`src/hw/rd_rom.hex`:
```
// One 32-bit word per line: slot 0 words 0-15, then slot 1, then slot 3.
// Pattern A0, word number, then the word number subtracted from FFFF.
A000FFFF
A001FFFE
A002FFFD
A003FFFC
A004FFFB
A005FFFA
A006FFF9
A007FFF8
A008FFF7
A009FFF6
A00AFFF5
A00BFFF4
A00CFFF3
A00DFFF2
A00EFFF1
A00FFFF0
A010FFEF
A011FFEE
A012FFED
A013FFEC
A014FFEB
A015FFEA
A016FFE9
A017FFE8
A018FFE7
A019FFE6
A01AFFE5
A01BFFE4
A01CFFE3
A01DFFE2
A01EFFE1
A01FFFE0
A020FFDF
A021FFDE
A022FFDD
A023FFDC
A024FFDB
A025FFDA
A026FFD9
A027FFD8
A028FFD7
A029FFD6
A02AFFD5
A02BFFD4
A02CFFD3
A02DFFD2
A02EFFD1
A02FFFD0

```
`src/hw/axi_rd_pkg.sv`:
```
`default_nettype none

package axi_rd_pkg;

    // AXI read response codes.
    typedef enum logic [1:0] {
        RESP_OKAY   = 2'b00,
        RESP_EXOKAY = 2'b01,
        RESP_SLVERR = 2'b10,
        RESP_DECERR = 2'b11
    } axi_resp_e;

    // Slave slots numbered as on the interconnect.
    typedef enum logic [1:0] {
        SLOT_S0 = 2'd0,
        SLOT_S1 = 2'd1,
        SLOT_S3 = 2'd3
    } slot_e;

    // Region field sits at address bits [7:6] with 64 bytes each.
    localparam int unsigned REGION_LSB = 6;

    // Words held by each slave.
    localparam int unsigned ROM_WORDS = 16;

endpackage

`default_nettype wire

```
`src/hw/axi_rd_if.sv`:
```
`timescale 1ns/1ps
`default_nettype none

// Read address channel.
interface axi_ar_if #(
    parameter int unsigned ID_WIDTH   = 8,
    parameter int unsigned ADDR_WIDTH = 16
);
    logic                  arvalid;
    logic                  arready;
    logic [ID_WIDTH-1:0]   arid;
    logic [ADDR_WIDTH-1:0] araddr;
    logic [7:0]            arlen;   // Beats minus one.

    modport master (
        output arvalid, arid, araddr, arlen,
        input  arready
    );

    modport slave (
        input  arvalid, arid, araddr, arlen,
        output arready
    );
endinterface

// Read data channel.
interface axi_r_if import axi_rd_pkg::*; #(
    parameter int unsigned DATA_WIDTH = 32,
    parameter int unsigned ID_WIDTH   = 8
);
    logic                  rvalid;
    logic                  rready;
    logic [ID_WIDTH-1:0]   rid;
    logic [DATA_WIDTH-1:0] rdata;
    axi_resp_e             rresp;
    logic                  rlast;

    modport slave (
        output rvalid, rid, rdata, rresp, rlast,
        input  rready
    );

    modport master (
        input  rvalid, rid, rdata, rresp, rlast,
        output rready
    );
endinterface

`default_nettype wire

```
`src/hw/axi_ar_decoder.sv`:
```
`timescale 1ns/1ps
`default_nettype none

module axi_ar_decoder import axi_rd_pkg::*; (
    axi_ar_if.slave  mst,
    axi_ar_if.master s0,
    axi_ar_if.master s1,
    axi_ar_if.master s3
);

    slot_e      sel;
    logic [1:0] region;

    assign region = mst.araddr[REGION_LSB +: 2];

    // Region 2 has no slave; slot 3 answers it with DECERR.
    always_comb begin
        case (region)
            2'd0:    sel = SLOT_S0;
            2'd1:    sel = SLOT_S1;
            default: sel = SLOT_S3;
        endcase
    end

    // Payload is broadcast and only valid is steered.
    assign s0.arid   = mst.arid;
    assign s0.araddr = mst.araddr;
    assign s0.arlen  = mst.arlen;
    assign s1.arid   = mst.arid;
    assign s1.araddr = mst.araddr;
    assign s1.arlen  = mst.arlen;
    assign s3.arid   = mst.arid;
    assign s3.araddr = mst.araddr;
    assign s3.arlen  = mst.arlen;

    always_comb begin
        s0.arvalid = 1'b0;
        s1.arvalid = 1'b0;
        s3.arvalid = 1'b0;
        case (sel)
            SLOT_S1: begin
                s1.arvalid = mst.arvalid;
                mst.arready = s1.arready;
            end
            SLOT_S3: begin
                s3.arvalid = mst.arvalid;
                mst.arready = s3.arready;
            end
            default: begin
                s0.arvalid = mst.arvalid;
                mst.arready = s0.arready;
            end
        endcase
    end

endmodule

`default_nettype wire

```
`src/hw/axi_rd_mem_slave.sv`:
```
`timescale 1ns/1ps
`default_nettype none

module axi_rd_mem_slave import axi_rd_pkg::*; #(
    parameter int unsigned DATA_WIDTH = 32,
    parameter int unsigned ID_WIDTH   = 8,
    parameter int unsigned ADDR_WIDTH = 16,
    parameter int unsigned REGION     = 0
) (
    input logic      clk_i,
    input logic      rst_ni,
    axi_ar_if.slave  ar,
    axi_r_if.slave   r
);

    localparam int unsigned BYTE_BITS = $clog2(DATA_WIDTH / 8);
    localparam int unsigned IDX_W     = $clog2(ROM_WORDS);
    localparam int unsigned IMG_WORDS = 3 * ROM_WORDS;

    // Slot 3 owns the third block of the image.
    localparam int unsigned SLOT_BASE = ((REGION == 3) ? 2 : REGION) * ROM_WORDS;

    typedef enum logic {
        ST_IDLE,
        ST_BURST
    } state_e;

    state_e                state_q;
    state_e                state_d;
    logic [DATA_WIDTH-1:0] image [IMG_WORDS];
    logic [ADDR_WIDTH-1:0] ar_addr;
    logic                  ar_hs;
    logic                  r_hs;
    logic                  last_beat;

    logic [ID_WIDTH-1:0]   id_q;
    logic [IDX_W-1:0]      idx_q;
    logic [7:0]            rem_q;     // Beats left after this one.
    logic                  decerr_q;

    initial begin
        $readmemh("/design/src/hw/rd_rom.hex", image);
    end

    assign ar_addr   = ar.araddr;
    assign ar_hs     = ar.arvalid && (state_q == ST_IDLE);
    assign r_hs      = (state_q == ST_BURST) && r.rready;
    assign last_beat = (rem_q == 8'd0);

    always_comb begin
        state_d = state_q;
        case (state_q)
            ST_IDLE: begin
                if (ar_hs) begin
                    state_d = ST_BURST;
                end
            end
            ST_BURST: begin
                if (r_hs && last_beat) begin
                    state_d = ST_IDLE;
                end
            end
            default: state_d = ST_IDLE;
        endcase
    end

    always_ff @(posedge clk_i) begin
        if (!rst_ni) begin
            state_q <= ST_IDLE;
        end else begin
            state_q <= state_d;
        end
    end

    always_ff @(posedge clk_i) begin
        if (ar_hs) begin
            id_q     <= ar.arid;
            idx_q    <= ar_addr[BYTE_BITS +: IDX_W];
            rem_q    <= ar.arlen;
            decerr_q <= (ar_addr[REGION_LSB +: 2] != 2'(REGION));
        end else if (r_hs) begin
            idx_q <= idx_q + 1'b1;   // Wraps inside the slot.
            rem_q <= rem_q - 8'd1;
        end
    end

    assign ar.arready = (state_q == ST_IDLE);

    assign r.rvalid = (state_q == ST_BURST);
    assign r.rid    = id_q;
    assign r.rlast  = (state_q == ST_BURST) && last_beat;
    assign r.rdata  = decerr_q ? '0 : image[SLOT_BASE + idx_q];
    assign r.rresp  = decerr_q ? RESP_DECERR : RESP_OKAY;

endmodule

`default_nettype wire

```
`src/hw/axi_rd_subsystem.sv`:
```
`timescale 1ns/1ps
`default_nettype none

module axi_rd_subsystem #(
    parameter int unsigned DATA_WIDTH = 32,
    parameter int unsigned ID_WIDTH   = 8,
    parameter int unsigned ADDR_WIDTH = 16
) (
    input  logic                  clk_i,
    input  logic                  rst_ni,
    input  logic                  ar_valid,
    input  logic [ID_WIDTH-1:0]   ar_id,
    input  logic [ADDR_WIDTH-1:0] ar_addr,
    input  logic [7:0]            ar_len,
    output logic                  ar_ready,
    output logic                  r_valid,
    output logic [ID_WIDTH-1:0]   r_id,
    output logic [DATA_WIDTH-1:0] r_data,
    output logic [1:0]            r_resp,
    output logic                  r_last,
    input  logic                  r_ready
);

    axi_ar_if #(.ID_WIDTH(ID_WIDTH), .ADDR_WIDTH(ADDR_WIDTH)) ar_mst ();
    axi_ar_if #(.ID_WIDTH(ID_WIDTH), .ADDR_WIDTH(ADDR_WIDTH)) ar_s0 ();
    axi_ar_if #(.ID_WIDTH(ID_WIDTH), .ADDR_WIDTH(ADDR_WIDTH)) ar_s1 ();
    axi_ar_if #(.ID_WIDTH(ID_WIDTH), .ADDR_WIDTH(ADDR_WIDTH)) ar_s3 ();

    axi_r_if #(.DATA_WIDTH(DATA_WIDTH), .ID_WIDTH(ID_WIDTH)) r_s0 ();
    axi_r_if #(.DATA_WIDTH(DATA_WIDTH), .ID_WIDTH(ID_WIDTH)) r_s1 ();
    axi_r_if #(.DATA_WIDTH(DATA_WIDTH), .ID_WIDTH(ID_WIDTH)) r_s3 ();

    assign ar_mst.arvalid = ar_valid;
    assign ar_mst.arid    = ar_id;
    assign ar_mst.araddr  = ar_addr;
    assign ar_mst.arlen   = ar_len;
    assign ar_ready       = ar_mst.arready;

    axi_ar_decoder i_ar_decoder (
        .mst (ar_mst),
        .s0  (ar_s0),
        .s1  (ar_s1),
        .s3  (ar_s3)
    );

    axi_rd_mem_slave #(
        .DATA_WIDTH (DATA_WIDTH),
        .ID_WIDTH   (ID_WIDTH),
        .ADDR_WIDTH (ADDR_WIDTH),
        .REGION     (0)
    ) i_slave_0 (
        .clk_i  (clk_i),
        .rst_ni (rst_ni),
        .ar     (ar_s0),
        .r      (r_s0)
    );

    axi_rd_mem_slave #(
        .DATA_WIDTH (DATA_WIDTH),
        .ID_WIDTH   (ID_WIDTH),
        .ADDR_WIDTH (ADDR_WIDTH),
        .REGION     (1)
    ) i_slave_1 (
        .clk_i  (clk_i),
        .rst_ni (rst_ni),
        .ar     (ar_s1),
        .r      (r_s1)
    );

    // Also takes region 2 and answers it with DECERR.
    axi_rd_mem_slave #(
        .DATA_WIDTH (DATA_WIDTH),
        .ID_WIDTH   (ID_WIDTH),
        .ADDR_WIDTH (ADDR_WIDTH),
        .REGION     (3)
    ) i_slave_3 (
        .clk_i  (clk_i),
        .rst_ni (rst_ni),
        .ar     (ar_s3),
        .r      (r_s3)
    );

    axi_slave_mux_r #(
        .DATA_WIDTH (DATA_WIDTH),
        .ID_WIDTH   (ID_WIDTH)
    ) i_mux_r (
        .clk_i   (clk_i),
        .rst_ni  (rst_ni),
        .s0      (r_s0),
        .s1      (r_s1),
        .s3      (r_s3),
        .r_valid (r_valid),
        .r_id    (r_id),
        .r_data  (r_data),
        .r_resp  (r_resp),
        .r_last  (r_last),
        .r_ready (r_ready)
    );

endmodule

`default_nettype wire

```
`src/hw/axi_slave_mux_r.sv`:
```
`timescale 1ns/1ps
`default_nettype none

module axi_slave_mux_r import axi_rd_pkg::*; #(
    parameter int unsigned DATA_WIDTH = 32,
    parameter int unsigned ID_WIDTH   = 8
) (
    input  logic                  clk_i,
    input  logic                  rst_ni,
    axi_r_if.master               s0,
    axi_r_if.master               s1,
    axi_r_if.master               s3,
    output logic                  r_valid,
    output logic [ID_WIDTH-1:0]   r_id,
    output logic [DATA_WIDTH-1:0] r_data,
    output logic [1:0]            r_resp,
    output logic                  r_last,
    input  logic                  r_ready
);

    slot_e grant_q;
    slot_e grant_d;
    logic  locked_q;    // Burst in progress.
    logic  locked_d;
    logic  beat;
    logic  done;
    logic  v0;
    logic  v1;
    logic  v3;
    logic  cur_pending;

    // Granted slave straight through to the master side.
    always_comb begin
        s0.rready = 1'b0;
        s1.rready = 1'b0;
        s3.rready = 1'b0;
        case (grant_q)
            SLOT_S1: begin
                r_valid   = s1.rvalid;
                r_id      = s1.rid;
                r_data    = s1.rdata;
                r_resp    = s1.rresp;
                r_last    = s1.rlast;
                s1.rready = r_ready;
            end
            SLOT_S3: begin
                r_valid   = s3.rvalid;
                r_id      = s3.rid;
                r_data    = s3.rdata;
                r_resp    = s3.rresp;
                r_last    = s3.rlast;
                s3.rready = r_ready;
            end
            default: begin
                r_valid   = s0.rvalid;
                r_id      = s0.rid;
                r_data    = s0.rdata;
                r_resp    = s0.rresp;
                r_last    = s0.rlast;
                s0.rready = r_ready;
            end
        endcase
    end

    assign beat = r_valid && r_ready;
    assign done = beat && r_last;

    // A slave whose last beat goes out now has nothing left.
    assign v0 = s0.rvalid && !(done && (grant_q == SLOT_S0));
    assign v1 = s1.rvalid && !(done && (grant_q == SLOT_S1));
    assign v3 = s3.rvalid && !(done && (grant_q == SLOT_S3));

    always_comb begin
        case (grant_q)
            SLOT_S1: cur_pending = v1;
            SLOT_S3: cur_pending = v3;
            default: cur_pending = v0;
        endcase
    end

    always_comb begin
        grant_d = grant_q;
        if ((!locked_q || done) && !cur_pending) begin
            if (v0)      grant_d = SLOT_S0;
            else if (v1) grant_d = SLOT_S1;
            else if (v3) grant_d = SLOT_S3;
        end
    end

    always_comb begin
        locked_d = locked_q;
        if (done) begin
            locked_d = 1'b0;
        end else if (beat) begin
            locked_d = 1'b1;
        end
    end

    always_ff @(posedge clk_i) begin
        if (!rst_ni) begin
            grant_q  <= SLOT_S0;
            locked_q <= 1'b0;
        end else begin
            grant_q  <= grant_d;
            locked_q <= locked_d;
        end
    end

endmodule

`default_nettype wire

```
`config.mk`:
```
export PLATFORM = sky130hd
export DESIGN_NAME = axi_rd_subsystem
export DESIGN_NICKNAME = d
export VERILOG_FILES = /design/src/hw/axi_rd_pkg.sv /design/src/hw/axi_rd_if.sv /design/src/hw/axi_ar_decoder.sv /design/src/hw/axi_rd_mem_slave.sv /design/src/hw/axi_rd_subsystem.sv /design/src/hw/axi_slave_mux_r.sv
export SDC_FILE = /design/constraint.sdc
export NUM_CORES = 1
export LEC_CHECK = 0
export BUFFER_PORTS_ARGS = -buffer_cell sky130_fd_sc_hd__buf_2
export CORE_MARGIN = 4
export CORE_UTILIZATION = 53
export DETAILED_ROUTE_END_ITERATION = 12
export GPL_ROUTABILITY_DRIVEN = 0
export PLACE_DENSITY = 0.88
export SETUP_SLACK_MARGIN = 0.1
export SLEW_MARGIN = 20
export SYNTH_ARGS = -nofsm -noshare
export SYNTH_HDL_FRONTEND = slang
export SYNTH_MEMORY_MAX_BITS = 65536
export SYNTH_SLANG_ARGS = --single-unit
```
`constraint.sdc`:
```
create_clock -name clk_i -period 2.9 [get_ports clk_i]
set_input_delay 0.58 -clock clk_i [delete_from_list [all_inputs] [get_ports clk_i]]
set_output_delay 0.58 -clock clk_i [all_outputs]
set_load 0.01 [all_outputs]
```
==> summary.md, run 1 <==
| Metric | Value |
|---|---|
| Yosys cell types | `49` |
| Antenna-violating nets left | `0` |
| Maximum number of pins on one net before global-route repair | `19` |
| Post-synth EDFFs | `51` |
| Site Rows | `27` |
| Detailed Route Iter0 Violations | `just under 200` |
| Core area | `roughly 5600 sq um` |
| Fmax | `364 MHz` |
| Total GRT Usage | `17.5%` |
| Hold Startpoint | `ar_id[4]` |
| DRC violations left | `0` |
| Syn Area/Cell | `10.7 sq um` |
| Share of layout cells above drive strength 1 | `21.3%` |
| Placed Cells | `396` |
| Startpoint types | `flop` |
| Crit Path Max Fanout | `5` |
| # diodes | `0` |
| Reg-to-Reg End | `i_mux_r.grant_q[0]` |
| Die area | `7250 sq um` |
| Critical Path AT | `2170 ps` |
| Max clock buf depth | `2` |
| # IOs | `between 80 and 90` |
| Slew HR | `60.2%` |
| Final worst-path cycle share | `94.8%` |
| DR vias | `2210` |
| Root buf cell | `clkbuf_8` |
| Wire length per cell | `roughly 15 um` |
| YS warnings | `0` |
| DR pass1 iterations | `4` |
| CTS tree | `yes` |
| Die W | `85.2 um` |
| Area growth from synthesis to layout | `12.4%` |
| Post-synth ARST share | `0%` |
| Total CTS buffers | `9` |
| RSZ-0062 raised after global routing | `false` |
| Post-Route WL | `about 6.1 mm` |
| Yosys reg bits | `57` |
| Static Leak | `~1.4 nW` |
| Initial Util | `55.9%` |
| Fin. max-slew vios | `0` |
| H-Tree Depth | `3` |
| Endpoints failing setup | `0` |
| First-pass GRT wire length | `9.86 mm` |
| CTS Hold Bufs | `0` |
| Seq/Total Area, Yosys | `52.3%` |
| Clock slew at reported path FFs | `~70 ps` |
| Post-synth top flop | `edfxtp_1` |
| Final Hold Vio Count | `0` |
| PwrDens | `598 nW/um^2` |
| Most frequent cells in the layout | `edfxtp_1, buf_2, conb_1` |
| GR Overflow Total | `0` |
| Final std cells w/o fill | `414` |
| R2R setup slack | `700 ps` |
| Status | `finished clean` |
| Initial antenna violation count | `0` |
| Vias in the first global route | `2059` |
| Worst slew pin tran | `around 600 ps` |
| Cts repair resizes | `0` |
| Via density | `5.34` |
| Clock Sinks | `57` |
| FF-to-FF path depth | `6` |
| Hold crit path type | `primary input to flop` |
| CP Class | `flop to output port` |
| Hold path depth | `1` |
| RR Startpoint | `i_slave_1.rem_q[2]` |
| Worst Clk Skew | `~8.4 ps` |
| Max-cap violations | `0` |
| Post-CTS setup buffer count | `0` |
| Synthesized netlist cell count | `a little under 300` |
| Nets@finish | `379` |
| HPWL Detailed | `around 4.4 mm` |
| CP endpoint kind | `output port` |
| Hold EP | `i_slave_1.r.rid[4]` |
| Commonest non-fill, non-tap cell in the layout | `edfxtp_1` |
| Die extent in y | `85.2 um` |
| Worst VDD drop | `0.476 mV` |
| Count of input and output buffers | `34` |
| Post-Syn Area | `3160 sq um` |
| Post-layout min period | `2750 ps` |
| Crit path required time | `~2300 ps` |
| Post-route setup TNS | `0 ps` |
| Clock latency on the worst-skew pair | `340 ps` |
cell usage after synthesis (all sizes together), types with 3 or more instances:
master,count,share of area (%)
a21oi,17,2.7
buf,36,8.9
clkbuf,8,0.95
dfxtp,6,3.8
edfxtp,51,49
ha,6,2.4
inv,11,1.3
mux2i,12,3.8
nand2,31,3.8
nand3,6,1.3
nor2,25,3.0
nor3,3,0.48
nor3b,3,0.71
nor4,4,0.79
o21ai,23,3.6
xnor2,11,3.1
xor2,6,1.7
critical path: stages (launching register included):
cell and delay, ps:
edfxtp_1 420, or4_4 580, or4_4 560, nand3_4 120, buf_2 140
report_power, final:
part           switching (mW)  internal (mW)
Combinational           0.171          0.117
Sequential             0.0449          0.944
Clock                   0.351          0.492
Total                   0.567           1.55
final cells by class:
class	count	area, sq um
Fill cell	447	2100
Sequential cell	57	1650
Inverter	12	45.0
Timing Repair Buffer	44	245
Clock buffer	9	124
Multi-Input combinational cell	213	1290
Tap cell	72	90.1
Clock inverter	7	103
flip-flops by register name, indices dropped and copies added (netlist names):
name	flops
i_slave_3.r.rid	8
i_slave_0.rem_q	8
i_slave_1.r.rvalid	1
i_slave_0.r.rvalid	1
i_slave_1.r.rid	8
i_mux_r.locked_q	1
i_slave_0.r.rid	8
i_slave_1.decerr_q	1
i_slave_0.decerr_q	1
i_mux_r.grant_q	2
i_slave_3.rem_q	8
i_slave_1.rem_q	8
i_slave_3.decerr_q	1
i_slave_3.r.rvalid	1
per-layer routing:
layer	share of wire [%]	track usage [%]	vias up
li1	-	-	1064
met1	41	22.5	1029
met2	49	27.6	105
met3	8.1	5.15	12
met4	2.0	7.77	0
met5	0	0	-
logic make-up after synthesis:
family	synth area share, %
simple gates	15.1
flops	52.3
buf+inv	11.3
compound gates	9.87
xor+xnor	4.72
mux	4.16
fa+ha+maj	2.38
other cells	0.119
how the worst max path moves through the flow:
stage	from	to	cells past startpoint
detailed placement	i_slave_1.rem_q[2]	r_last	4
global route	i_slave_1.rem_q[3]	r_last	4
global placement	i_slave_1.rem_q[2]	r_last	4
finish	i_slave_1.rem_q[2]	r_last	4
CTS	i_slave_1.rem_q[2]	r_last	4
floorplan	ar_addr[7]	i_slave_0.rem_q[0]	4
metrics by stage:
| stage | utilization, % | power [mW] | cell area [sq um] | worst slack (ps) | hold slack, ps |
|---|---|---|---|---|---|
| after floorplan | - | 1.22 | 3270 | 543 | 520 |
| after global placement | 58.6 | 1.28 | 3300 | 530 | 592 |
| after detailed placement | 58.6 | 1.29 | 3300 | 509 | 595 |
| after CTS | 62.6 | 2.13 | 3530 | 136 | 438 |
| after global routing | 62.9 | 2.21 | 3550 | 101 | 424 |
| final | 62.9 | 2.12 | 3550 | 152 | 438 |
(Power assumes the default switching activity.)
==> run 2: changes to the inputs <==
CORE_UTILIZATION = 37   (was 53)
PLACE_DENSITY = 0.67   (was 0.88)
==> run 2 against run 1 <==
Worst hold slack better by 8.8 ps. First-iteration DRC count is 25% lower. Design area is 0.18% lower.
==> summary.md, run 2 (synthesized netlist as in run 1, its figures left out) <==
| Metric | Value |
|---|---|
| Hold crit path type | `primary input to flop` |
| Worst VDD drop | `0.396 mV` |
| Post-route setup TNS | `0 ps` |
| PwrDens | `565 nW/um^2` |
| Worst Clk Skew | `a little under 6 ps` |
| GR Overflow Total | `0` |
| Placed Cells | `between 400 and 500` |
| Site Rows | `33` |
| Final std cells w/o fill | `about 440` |
| Status | `finished clean` |
| # diodes | `0` |
| Final setup margin | `184 ps` |
| Area growth from synthesis to layout | `12.2%` |
| Initial antenna violation count | `0` |
| Critical Path AT | `2140 ps` |
| Die W | `100 um` |
| Post-place setup slack | `approximately 520 ps` |
| Detailed Route Iter0 Violations | `~150` |
| HPWL Detailed | `4.54 mm` |
| Clock Sinks | `57` |
| Antenna-violating nets left | `0` |
| Slew HR | `62.7%` |
| Commonest non-fill, non-tap cell in the layout | `edfxtp_1` |
| Maximum number of pins on one net before global-route repair | `28` |
| DR pass1 iterations | `4` |
| Core area | `8260 sq um` |
| Max clock buf depth | `2` |
| Initial Util | `38.2%` |
| Count of input and output buffers | `34` |
| Worst slew pin tran | `559 ps` |
| Total GRT Usage | `12.7%` |
| CP endpoint kind | `output port` |
| DR vias | `2133` |
| Final Hold Vio Count | `0` |
| Crit Path Max Fanout | `5` |
| Share of layout cells above drive strength 1 | `between 20% and 30%` |
| Die extent in y | `100 um` |
| Fin. max-slew vios | `0` |
| Vias in the first global route | `2013` |
| Endpoints failing setup | `0` |
| Nets@finish | `around 380` |
| RSZ-0062 raised after global routing | `false` |
| # IOs | `81` |
| Clock slew at reported path FFs | `roughly 70 ps` |
| Final core occ | `42.9%` |
| CP Class | `flop to output port` |
| DRC violations left | `0` |
| Static Leak | `1.35 nW` |
| CTS tree | `yes` |
| Most frequent cells in the layout | `edfxtp_1, buf_2, conb_1` |
| Total CTS buffers | `9` |
| H-Tree Depth | `3` |
| First-pass GRT wire length | `9.80 mm` |
| Startpoint types | `flop` |
| Fmax | `368 MHz` |
| Fill count | `between 700 and 800` |
| Crit path required time | `2320 ps` |
| Post-Route WL | `6.23 mm` |
| Max-cap violations | `0` |
| Root buf cell | `clkbuf_8` |
| Clock latency on the worst-skew pair | `330 ps` |
| Die area | `10100 sq um` |
| Via density | `4.80` |
| Wire length per cell | `14.0 um` |
| Final worst-path cycle share | `93.7%` |
| Post-layout min period | `2720 ps` |
-- run 2: metal layers --
| layer | vias to the layer above | track usage, % | wire length (um) |
|---|---|---|---|
| met5 | - | 0 | 0 |
| met4 | 0 | 4.35 | 91 |
| met3 | 10 | 4.10 | 439 |
| met2 | 73 | 20.4 | 2840 |
| met1 | 994 | 16.0 | 2860 |
| li1 | 1056 | - | - |
-- run 2: worst max-delay path, stage by stage (launching register included) --
cell      delay [ps]
edfxtp_1         430
or4_4            550
or4_4            550
nand3_4          120
buf_2            140
-- run 2: path summary, 6_finish.rpt --
kind / slack, ps / startpoint / endpoint / cells after the start
max reg2reg: 680 / i_mux_r.grant_q[0] / i_mux_r.grant_q[0] / 7
min: 450 / ar_id[4] / i_slave_3.r.rid[4] / 1
min reg2reg: 610 / i_mux_r.locked_q / i_mux_r.locked_q / 3
max: 180 / i_slave_1.rem_q[3] / r_last / 4
-- run 2: timing repair --
| action | in CTS | in global routing |
|---|---|---|
| setup buffers | 0 | 0 |
| hold buffers | 0 | 0 |
| resized for setup | 0 | 1 |
| setup endpoints to repair | 0 | 1 |
-- run 2: area by class of cell --
| type | instances | area [sq um] | area share [%] |
|---|---|---|---|
| Tap cell | 105 | 131 | 3.71 |
| Multi-Input combinational cell | 213 | 1290 | 36.6 |
| Inverter | 12 | 45.0 | 1.27 |
| Clock inverter | 6 | 57.6 | 1.63 |
| Timing Repair Buffer | 41 | 223 | 6.29 |
| Sequential cell | 57 | 1650 | 46.7 |
| Clock buffer | 10 | 138 | 3.89 |
-- run 2: stage by stage --
step           power [mW]  cell area [sq um]  hold slack [ps]
2_1_floorplan        1.22               3270              520
3_3_place_gp         1.28               3340              592
4_1_cts              2.02               3530              433
5_1_grt              2.09               3540              432
6_report             2.00               3540              447
3_5_place_dp         1.29               3340              606
-- run 2: where the power goes --
part	switching (mW)	internal (mW)	total, mW
Sequential	0.0423	0.945	0.987
Combinational	0.173	0.115	0.288
Clock	0.312	0.413	0.725
Total	0.528	1.47	2.00
